<file path="src/verilog/floor_logic_pkg.sv">
package floor_logic_pkg;

    //////////////////////////////////////////////////////////////////////
    // Building geometry
    //////////////////////////////////////////////////////////////////////

    // Served floors with floor 0 at the bottom
    localparam int NUM_FLOORS = 11;

    // Floor index wide enough for all served floors
    typedef logic [3:0] floor_t;

    // One bit per served floor
    typedef logic [NUM_FLOORS-1:0] floor_mask_t;

    //////////////////////////////////////////////////////////////////////
    // Car state machine interface
    //////////////////////////////////////////////////////////////////////

    // State code driven by the external car FSM
    typedef logic [5:0] car_state_t;

    // Codes 0 up to this one are the stop states with one per floor
    // Everything above is travel between floors or emergency
    localparam car_state_t STOP_LAST = 6'h0A;

    // Direction levels
    localparam logic DIR_UP   = 1'b1;
    localparam logic DIR_DOWN = 1'b0;

endpackage

</file>
<file path="src/verilog/car_stop_decode.sv">
`timescale 1ns/1ps

module car_stop_decode (
    input  logic                        clock,
    input  logic                        reset_n,
    input  floor_logic_pkg::car_state_t elevator_state,
    input  logic                        power_switch,
    input  logic                        door_open_btn,
    input  logic                        door_close_btn,
    output logic                        stopped,
    output logic                        door_open_allowed,
    output logic                        door_close_allowed
);

    import floor_logic_pkg::*;

    // Car sits at a floor only in a stop state and with power on
    assign stopped = (elevator_state <= STOP_LAST) && power_switch;

    //////////////////////////////////////////////////////////////////////
    // Door permissions
    //////////////////////////////////////////////////////////////////////

    always_ff @(posedge clock or negedge reset_n) begin
        if (!reset_n) begin
            door_open_allowed  <= 1'b0;
            door_close_allowed <= 1'b0;
        end else begin
            door_open_allowed  <= stopped && door_open_btn;
            door_close_allowed <= stopped && door_close_btn;
        end
    end

    // Doors are never granted for a car that was moving
    a_no_door_while_moving: assert property (
        @(posedge clock) disable iff (!reset_n)
        !stopped |=> !door_open_allowed && !door_close_allowed
    ) else $error("door permission granted while car not stopped");

endmodule

</file>
<file path="src/verilog/request_registry.sv">
`timescale 1ns/1ps

module request_registry #(
    parameter int num_floors = floor_logic_pkg::NUM_FLOORS
) (
    input  logic                         clock,
    input  logic                         reset_n,
    input  logic                         power_switch,
    input  logic                         stopped,
    input  floor_logic_pkg::floor_t      current_floor,
    input  floor_logic_pkg::floor_mask_t floor_call_buttons,
    input  floor_logic_pkg::floor_mask_t panel_buttons,
    output floor_logic_pkg::floor_mask_t up_requests,
    output floor_logic_pkg::floor_mask_t down_requests,
    output floor_logic_pkg::floor_mask_t panel_requests,
    output floor_logic_pkg::floor_mask_t call_button_lights,
    output floor_logic_pkg::floor_mask_t panel_button_lights
);

    import floor_logic_pkg::*;

    floor_mask_t up_next;
    floor_mask_t down_next;
    floor_mask_t panel_next;
    floor_mask_t call_light_next;
    floor_mask_t panel_light_next;

    //////////////////////////////////////////////////////////////////////
    // Next request state
    //////////////////////////////////////////////////////////////////////

    always_comb begin
        up_next          = up_requests;
        down_next        = down_requests;
        panel_next       = panel_requests;
        call_light_next  = call_button_lights;
        panel_light_next = panel_button_lights;

        for (int f = 0; f < num_floors; f++) begin
            // Hall call direction depends on where the car is now
            if (floor_call_buttons[f]) begin
                if (f > current_floor) begin
                    up_next[f] = 1'b1;
                end else if (f < current_floor) begin
                    down_next[f] = 1'b1;
                end
                call_light_next[f] = 1'b1;
            end
            if (panel_buttons[f]) begin
                panel_next[f]       = 1'b1;
                panel_light_next[f] = 1'b1;
            end
        end

        // Arrival clear comes last so it overrides a press at this floor
        if (stopped && (current_floor < num_floors)) begin
            up_next[current_floor]          = 1'b0;
            down_next[current_floor]        = 1'b0;
            panel_next[current_floor]       = 1'b0;
            call_light_next[current_floor]  = 1'b0;
            panel_light_next[current_floor] = 1'b0;
        end
    end

    always_ff @(posedge clock or negedge reset_n) begin
        if (!reset_n) begin
            up_requests         <= '0;
            down_requests       <= '0;
            panel_requests      <= '0;
            call_button_lights  <= '0;
            panel_button_lights <= '0;
        end else if (!power_switch) begin
            // Power loss drops every pending request
            up_requests         <= '0;
            down_requests       <= '0;
            panel_requests      <= '0;
            call_button_lights  <= '0;
            panel_button_lights <= '0;
        end else begin
            up_requests         <= up_next;
            down_requests       <= down_next;
            panel_requests      <= panel_next;
            call_button_lights  <= call_light_next;
            panel_button_lights <= panel_light_next;
        end
    end

    a_power_off_clears: assert property (
        @(posedge clock) disable iff (!reset_n)
        !power_switch |=> (up_requests == '0) && (down_requests == '0)
            && (panel_requests == '0)
    ) else $error("requests survived power off");

    a_floor_in_range: assert property (
        @(posedge clock) disable iff (!reset_n)
        current_floor < num_floors
    ) else $error("current_floor out of range");

endmodule

</file>
<file path="src/verilog/target_selector.sv">
`timescale 1ns/1ps

module target_selector #(
    parameter int num_floors = floor_logic_pkg::NUM_FLOORS
) (
    input  logic                         clock,
    input  logic                         reset_n,
    input  logic                         power_switch,
    input  logic                         emergency_btn,
    input  logic                         stopped,
    input  floor_logic_pkg::floor_t      current_floor,
    input  logic                         elevator_direction,
    input  floor_logic_pkg::floor_mask_t up_requests,
    input  floor_logic_pkg::floor_mask_t down_requests,
    input  floor_logic_pkg::floor_mask_t panel_requests,
    output floor_logic_pkg::floor_t      elevator_floor_selector,
    output logic                         direction_selector,
    output logic                         activate_elevator
);

    import floor_logic_pkg::*;

    floor_mask_t above;
    floor_mask_t below;
    floor_t      highest_above;
    floor_t      lowest_below;
    logic        go;

    //////////////////////////////////////////////////////////////////////
    // Candidate search
    //////////////////////////////////////////////////////////////////////

    always_comb begin
        above         = '0;
        below         = '0;
        highest_above = current_floor;
        lowest_below  = current_floor;
        for (int f = 0; f < num_floors; f++) begin
            above[f] = (up_requests[f] || panel_requests[f]) && (f > current_floor);
            below[f] = (down_requests[f] || panel_requests[f]) && (f < current_floor);
        end
        // Ascending scan so the last hit is the highest floor
        for (int f = 0; f < num_floors; f++) begin
            if (above[f]) begin
                highest_above = floor_t'(f);
            end
        end
        // Descending scan so the last hit is the lowest floor
        for (int f = num_floors - 1; f >= 0; f--) begin
            if (below[f]) begin
                lowest_below = floor_t'(f);
            end
        end
    end

    assign go = power_switch && !emergency_btn && stopped && ((|above) || (|below));

    always_ff @(posedge clock or negedge reset_n) begin
        if (!reset_n) begin
            elevator_floor_selector <= '0;
            direction_selector      <= DIR_DOWN;
            activate_elevator       <= 1'b0;
        end else if (go) begin
            activate_elevator       <= 1'b1;
            elevator_floor_selector <= (|above) ? highest_above : lowest_below;
            // Boundary floors leave only one way to go
            if (current_floor == floor_t'(num_floors - 1)) begin
                direction_selector <= DIR_DOWN;
            end else if (current_floor == '0) begin
                direction_selector <= DIR_UP;
            end else begin
                direction_selector <= (|above) ? DIR_UP : DIR_DOWN;
            end
        end else begin
            activate_elevator       <= 1'b0;
            elevator_floor_selector <= current_floor;
            direction_selector      <= elevator_direction;
        end
    end

    // A dispatch always points the car away from where it stood
    a_target_moves_car: assert property (
        @(posedge clock) disable iff (!reset_n)
        activate_elevator |-> (elevator_floor_selector != $past(current_floor))
    ) else $error("activate_elevator with target equal to current floor");

endmodule

</file>
<file path="src/verilog/floor_logic_control_unit.sv">
`timescale 1ns/1ps

module floor_logic_control_unit #(
    parameter int num_floors = floor_logic_pkg::NUM_FLOORS
) (
    input  logic                         clock,
    input  logic                         reset_n,
    input  floor_logic_pkg::floor_mask_t floor_call_buttons,
    input  floor_logic_pkg::floor_mask_t panel_buttons,
    input  logic                         door_open_btn,
    input  logic                         door_close_btn,
    input  logic                         emergency_btn,
    input  logic                         power_switch,
    input  floor_logic_pkg::floor_t      current_floor,
    input  floor_logic_pkg::car_state_t  elevator_state,
    input  logic                         elevator_direction,
    output floor_logic_pkg::floor_t      elevator_floor_selector,
    output logic                         direction_selector,
    output logic                         activate_elevator,
    output floor_logic_pkg::floor_mask_t call_button_lights,
    output floor_logic_pkg::floor_mask_t panel_button_lights,
    output logic                         door_open_allowed,
    output logic                         door_close_allowed
);

    import floor_logic_pkg::*;

    logic        stopped;
    floor_mask_t up_requests;
    floor_mask_t down_requests;
    floor_mask_t panel_requests;

    //////////////////////////////////////////////////////////////////////
    // Stop detection and doors
    //////////////////////////////////////////////////////////////////////

    car_stop_decode u_stop (
        .clock              (clock),
        .reset_n            (reset_n),
        .elevator_state     (elevator_state),
        .power_switch       (power_switch),
        .door_open_btn      (door_open_btn),
        .door_close_btn     (door_close_btn),
        .stopped            (stopped),
        .door_open_allowed  (door_open_allowed),
        .door_close_allowed (door_close_allowed)
    );

    //////////////////////////////////////////////////////////////////////
    // Pending requests and lights
    //////////////////////////////////////////////////////////////////////

    request_registry #(
        .num_floors (num_floors)
    ) u_requests (
        .clock               (clock),
        .reset_n             (reset_n),
        .power_switch        (power_switch),
        .stopped             (stopped),
        .current_floor       (current_floor),
        .floor_call_buttons  (floor_call_buttons),
        .panel_buttons       (panel_buttons),
        .up_requests         (up_requests),
        .down_requests       (down_requests),
        .panel_requests      (panel_requests),
        .call_button_lights  (call_button_lights),
        .panel_button_lights (panel_button_lights)
    );

    // Next target for the car FSM
    target_selector #(
        .num_floors (num_floors)
    ) u_select (
        .clock                   (clock),
        .reset_n                 (reset_n),
        .power_switch            (power_switch),
        .emergency_btn           (emergency_btn),
        .stopped                 (stopped),
        .current_floor           (current_floor),
        .elevator_direction      (elevator_direction),
        .up_requests             (up_requests),
        .down_requests           (down_requests),
        .panel_requests          (panel_requests),
        .elevator_floor_selector (elevator_floor_selector),
        .direction_selector      (direction_selector),
        .activate_elevator       (activate_elevator)
    );

endmodule

</file>
<file path="config.mk">
export PLATFORM = sky130hd
export DESIGN_NAME = floor_logic_control_unit
export DESIGN_NICKNAME = d
export VERILOG_FILES = /design/src/verilog/floor_logic_pkg.sv /design/src/verilog/car_stop_decode.sv /design/src/verilog/request_registry.sv /design/src/verilog/target_selector.sv /design/src/verilog/floor_logic_control_unit.sv
export SDC_FILE = /design/constraint.sdc
export NUM_CORES = 1
export LEC_CHECK = 0
export ABC_AREA = 1
export BUFFER_PORTS_ARGS = -buffer_cell sky130_fd_sc_hd__clkbuf_2
export CAP_MARGIN = 20
export CORE_MARGIN = 2
export CORE_UTILIZATION = 53
export CTS_CLUSTER_SIZE = 30
export DETAILED_ROUTE_END_ITERATION = 8
export GPL_TIMING_DRIVEN = 0
export PLACE_DENSITY = 0.79
export SLEW_MARGIN = 20
export SYNTH_ARGS = -nofsm -noshare
export SYNTH_HDL_FRONTEND = slang
export SYNTH_SLANG_ARGS = --single-unit
</file>
<file path="constraint.sdc">
create_clock -name clock -period 2 [get_ports clock]
set_input_delay 0.1 -clock clock [delete_from_list [all_inputs] [get_ports clock]]
set_output_delay 0.1 -clock clock [all_outputs]
set_load 0.1 [all_outputs]
</file>
Yosys cells after proc, flatten, opt, wreduce, memory -nomap -nowiden
Cells that the tools add are included. Widths: inputs -> output; s select.

Register bits: 63. Input port bits: 39.

$lt $le $gt $ge: 25. Eq/ne operators: 2. Muxes and demuxes: 125. Bitwise gates (word level): 6. Reductions and logical operators: 55.

Operators with widths (count): $mux 11 (10); $mux 4 (23); $mux 1 (91); $and 11x11->11 (5); $logic_and 1x1->1 (29); $logic_or 1x1->1 (22); $gt 3x4->1 const A (4); $lt 3x4->1 const A (4); $gt 4x4->1 const A (3); $lt 4x4->1 const A (3); $not 11->11 (1); $reduce_or 11->1 (1); $reduce_or 10->1 (1); $gt 2x4->1 const A (2); $lt 1x4->1 const A (2); $lt 2x4->1 const A (2); $le 6x4->1 const B (1); $lt 4x5->1 const B (1); $demux 1 s4 (1); $eq 4x4->1 const B (1); $ge 4x1->1 const B (1); $gt 1x4->1 const A (1); $logic_not 4->1 (1); $lt 4x4->1 const B (1); 2 further kinds (2).

Logic depth before layout (Yosys ltp)
Depth in word-level cells: 15. Mapped depth: 16. Gate-level depth less buffers: 15.

Hierarchy
From an unflattened synthesis, not the netlist that was laid out.

Cell total of the unflattened synthesis: 409. Area, all modules: 3128.0 sq um.

By module, submodules not included: request_registry (times used 1, cells each 255, area each 2210.9 sq um, sequential area each 1376.3 sq um); target_selector (times used 1, cells each 137, area each 808.3 sq um, sequential area each 150.1 sq um); car_stop_decode (times used 1, cells each 17, area each 108.9 sq um, sequential area each 50.0 sq um).

Worst setup path after synthesis
OpenSTA, ideal clock, no wires.

Path kind: register -> register. Start: reg u_requests.panel_requests[4]. End: reg u_select.elevator_floor_selector[0]. Setup time: 121 ps. Arrival time: 1487 ps. Required time: 1879 ps. Slack: 392 ps. Stages on the path, launching flop included: 11. Buffers on the path: 0. Period minus slack after synthesis: 1608 ps. Path through: dfrtp_1 -> o21ai_0 -> nand2_1 -> nor2_1 -> nand2_1 -> nor2_2 -> nand3_1 -> nand2_2 -> inv_2 -> nor2_1 -> a21oi_1.

Elaborated cells between the ends (all ways): 22.

RTL lines: start, declared (RTL line request_registry.sv:15) `output floor_logic_pkg::floor_mask_t panel_requests,`; start signal, assigned (RTL line request_registry.sv:82) `panel_requests <= panel_next;`; $logic_or 1x1->1, on equally long branches (RTL line target_selector.sv:40, target_selector.sv:39); $logic_and 1x1->1, on equally long branches (RTL line target_selector.sv:40, target_selector.sv:39); $reduce_or 11->1 or $reduce_or 10->1 (tied branches) (RTL line target_selector.sv:56) `assign go = power_switch && !emergency_btn && stopped && ((|above) || (|below));`; $logic_or 1x1->1 (*) (RTL line target_selector.sv:56); $logic_and 1x1->1 (*) (RTL line target_selector.sv:56); via u_select.go (RTL line target_selector.sv:27) `logic go;`; $mux 4 (*) (RTL line target_selector.sv:63) `end else if (go) begin`; end signal, assigned (RTL line target_selector.sv:65) `elevator_floor_selector <= (|above) ? highest_above : lowest_below;`; end signal, assigned (RTL line target_selector.sv:76) `elevator_floor_selector <= current_floor;`; end, declared (RTL line target_selector.sv:16) `output floor_logic_pkg::floor_t elevator_floor_selector,`.

Mark *: on every way through the listed nets, which the timed path passes. The rest lies on a longest branch. A chain may end at the register's enable or synchronous reset.

Worst setup path after layout
Start: reg u_requests.panel_requests[3]. End: reg u_select.elevator_floor_selector[0].

The elaborated chain is that of the path after synthesis.

==> impl_metrics.yaml <==
clocking:
  htreeDepth: 3
  cts_buffers: 9
  cts_buffer_depth: 2
  clock-sinks: 62
  cts_tree: "done"
  clk_pin_slew_ns: 0.07
  clock_latency_ns: 0.33
  root_buffer: "clkbuf_8"
  post_cts_buffers: 0
timing:
  finalWorstSetupSlack_ns: 0.155
  max_slew_margin_pct: 48.1
  setup_viol: 0
  whs_ns: 0.00793
  fin_crit_ns: 1.85
  timing.final.max_slew_violations: 0
  tightestPinTransition_ns: 0.772
  finClkSkew_ns: 0.00956
  hold_viol: 0
  period_share_pct: 92.3
  rsz0062_at_grt: "no"
  clock.fmax_mhz: 542
global_routing:
  track_usage_pct: 25.1
  overflow: 0
  grt_max_degree: 35
  met2_usage_pct: 40.4
  grt_util_met3_pct: 5.76
  antenna_found_initial: 0
  grt_pass1_vias: 2513
  grt-busiest-layer: "met2"
  grt_pass1_wl_mm: 11.5
  grt_util_met1_pct: 32.5
synthesis:
  synth_area_leaders: "dfrtp_1 (55%), nor2_1 (14%), nand2_1 (7.8%)"
  synthFlopType: "dfrtp_1"
  ys_seq_area_share_pct: 54.8
  ys_top_cells_by_count: "nor2_1 (104), dfrtp_1 (62), nand2_1 (59), inv_1 (32), a21oi_1 (26)"
  syn_area_sq_um: 2830
  synth_top_area_share_pct: 54.8
  synth_top_family_by_area: "simple AND/OR/NAND/NOR gates"
  ys_ff_latch: 62
  avgSynthCellArea_sq_um: 7.95
  ys_types: 24
  syn_inst: 356
  synth_edf_count: 0
  synth-warning-count: 0
  synth_xor_area_share_pct: 0
  async_reset_ff_share_pct: 100
  synth_adder_area_share_pct: 0
  netlist.top_cell.by_area: "dfrtp_1"
  synth-simple-area-share_pct: 26.9
  syn_nets: 395
  synth_compound_area_share_pct: 12.6
  synth.mux.area_fraction_pct: 0
  yosys.cell_count.top_type: "nor2_1"
power_and_ir_drop:
  power_per_cell_area_nw_per_um2: 908
  leakagePower_nw: 1.89
  ir_drop_uv: 593
  power_w: 0.00319
die:
  rows: 26
  ios: 69
  die_area_sq_um: 5940
  die_w_um: 77.1
  coreArea_sq_um: 5140
  die_h_um: 77.1
  start_util_pct: 55.0
detailed_routing:
  avgViaCountPerCell: 5.00
  routed_wl_mm: 6.70
  vias: 2569
  ant_nets: 0
  dr.pass1.iters: 4
  route.detailed.drc: 0
  wire_per_inst_um: 13.0
  first_iter_violations: 148
place:
  dp_hpwl_mm: 5.13
  io_buffers: 67
  gp_congestion: 0.909
  preCtsSetupSlack_ns: -0.00579
critical_path:
  worstRegToRegCells: 10
  max_stage_delay_ns: 0.41
  worstReg2RegEnd: "u_select.elevator_floor_selector[0]"
  required_ns: 2.21
  worst-r2r-setup-slack_ns: 0.15
  crit_end: "u_select.elevator_floor_selector[0]"
  cp_slowest_cell: "dfrtp_1"
  crit_family: "simple AND/OR/NAND/NOR gates"
  worstPathMaxFanout: 6
  cp-startpoint: "u_requests.panel_requests[3]"
  cp_cell_sequence: "o21ai_0 -> nand2_1 -> nor2_1 -> nand2_1 -> nor2_2 -> nand3_1 -> nand2_2 -> inv_2 -> nor2_1 -> a21oi_1"
  critPathCaptureType: "register"
  critPathKind: "reg -> reg"
  reg2reg_from: "u_requests.panel_requests[3]"
  cp_num_cells: 10
  arrival_ns: 2.06
  startpoint_type: "register"
  cp_num_buf_inv: 1
final_layout:
  num_antenna_cells: 0
  multiInputGateArea_sq_um: 1120
  syn_to_final_growth_pct: 24.4
  regArea_sq_um: 1550
  layout-drive-gt1-share_pct: 22.7
  final_net_count: 478
  nFillCells: 435
run:
  cap_violations: 0
outcome:
  outcome: "finished, final reports clean"
worst_hold_path:
  hp-class: "in -> reg"
==> metal layers <==
layer / share of wire, % / vias up
li1: - / 1302
met3: 5.4 / 7
met2: 47 / 69
met4: 1.1 / 0
met5: 0 / -
met1: 47 / 1191
==> flip-flops by register name (all words and copies together) (netlist names) <==
| name | flops |
|---|---|
| u_requests.call_button_lights | 11 |
| u_requests.down_requests | 11 |
| u_requests.panel_button_lights | 11 |
| u_requests.panel_requests | 11 |
| u_requests.up_requests | 10 |
| u_select.elevator_floor_selector | 4 |
| u_select.activate_elevator | 1 |
| u_select.direction_selector | 1 |
| u_stop.door_close_allowed | 1 |
| u_stop.door_open_allowed | 1 |
==> cells in the final DEF (no fill, tap or decap) <==
cell type and count:
nand3b_1 1, clkbuf_8 11, o21ai_2 4, o21bai_1 1, nand3_1 14, inv_2 5
buf_2 1, clkbuf_4 1, nand2_1 59, inv_1 32, o211ai_1 2, dlygate4sd3_1 4
o21ai_1 3, o31ai_1 4, buf_6 1, buf_12 1, a21oi_1 26, nor3_1 1
nand2_2 3, o21a_1 1, bufinv_16 1, and2_1 1, clkbuf_2 66, dfrtp_1 62
nor2_2 3, nand4_1 2, nand2_4 1, clkbuf_1 2, o21ai_0 24, nor2_1 104
clkinv_2 3
==> cell type report <==
class	instances	share of cell area, %
inverters	37	3.95
clock buffers	12	4.41
repair buffers	72	11.3
flip-flops and latches	62	44.1
well taps	70	2.49
clock inverters	4	1.28
plain buffers	3	0.569
multi-input cells	254	31.9
==> power breakdown <==
| part | internal, W | total [W] | switching [W] |
|---|---|---|---|
| Sequential | 0.00134 | 0.00138 | 0.0000450 |
| Combinational | 0.000164 | 0.000721 | 0.000558 |
| Clock | 0.000637 | 0.00109 | 0.000455 |
| Total | 0.00214 | 0.00319 | 0.00106 |
==> worst register-to-register path: stages, from the launching register on <==
cell and delay (ns):
dfrtp_1 0.41, o21ai_0 0.32, nand2_1 0.10, nor2_1 0.21, nand2_1 0.10, nor2_2 0.15, nand3_1 0.12, nand2_2 0.13
inv_2 0.07, nor2_1 0.09, a21oi_1 0.05
==> metrics by stage <==
stage	std cells	instance area (sq um)	setup TNS (ns)	util [%]
after CTS	514	3510	0	68.4
after global placement	493	3250	-0.0230	63.3
after detailed placement	494	3270	-0.00579	63.7
final	514	3520	0	68.5
after global routing	514	3520	0	68.5
after floorplan	356	2830	0	-
==> how the worst min path moves through the flow <==
stage	from	end	slack, ns	depth (start not counted)
finish	panel_buttons[9]	u_requests.panel_requests[9]	0.008	3
CTS	panel_buttons[9]	u_requests.panel_requests[9]	0.001	3
global route	panel_buttons[8]	u_requests.panel_button_lights[8]	0.02	3
global placement	door_close_btn	u_stop.door_close_allowed	0.30	3
detailed placement	reset_n	u_requests.call_button_lights[9]	0.08	1
floorplan	reset_n	u_requests.call_button_lights[0]	-0.20	0
==> kinds of logic (layout without fill, tap and decap cells) <==
kind of cell,Yosys count,in the layout
and+or+nand+nor,189,189
AOI/OAI and AO/OA,65,65
DFF,62,62
buffers and inverters,40,128
==> what timing repair did <==
action                                  4_1_cts  5_1_grt
endpoints found under the setup margin        3        2
hold buffers                                  4        0
hold endpoints to repair                     31        0
resized for setup                             1        1
Power figures use the tool's default switching activity.
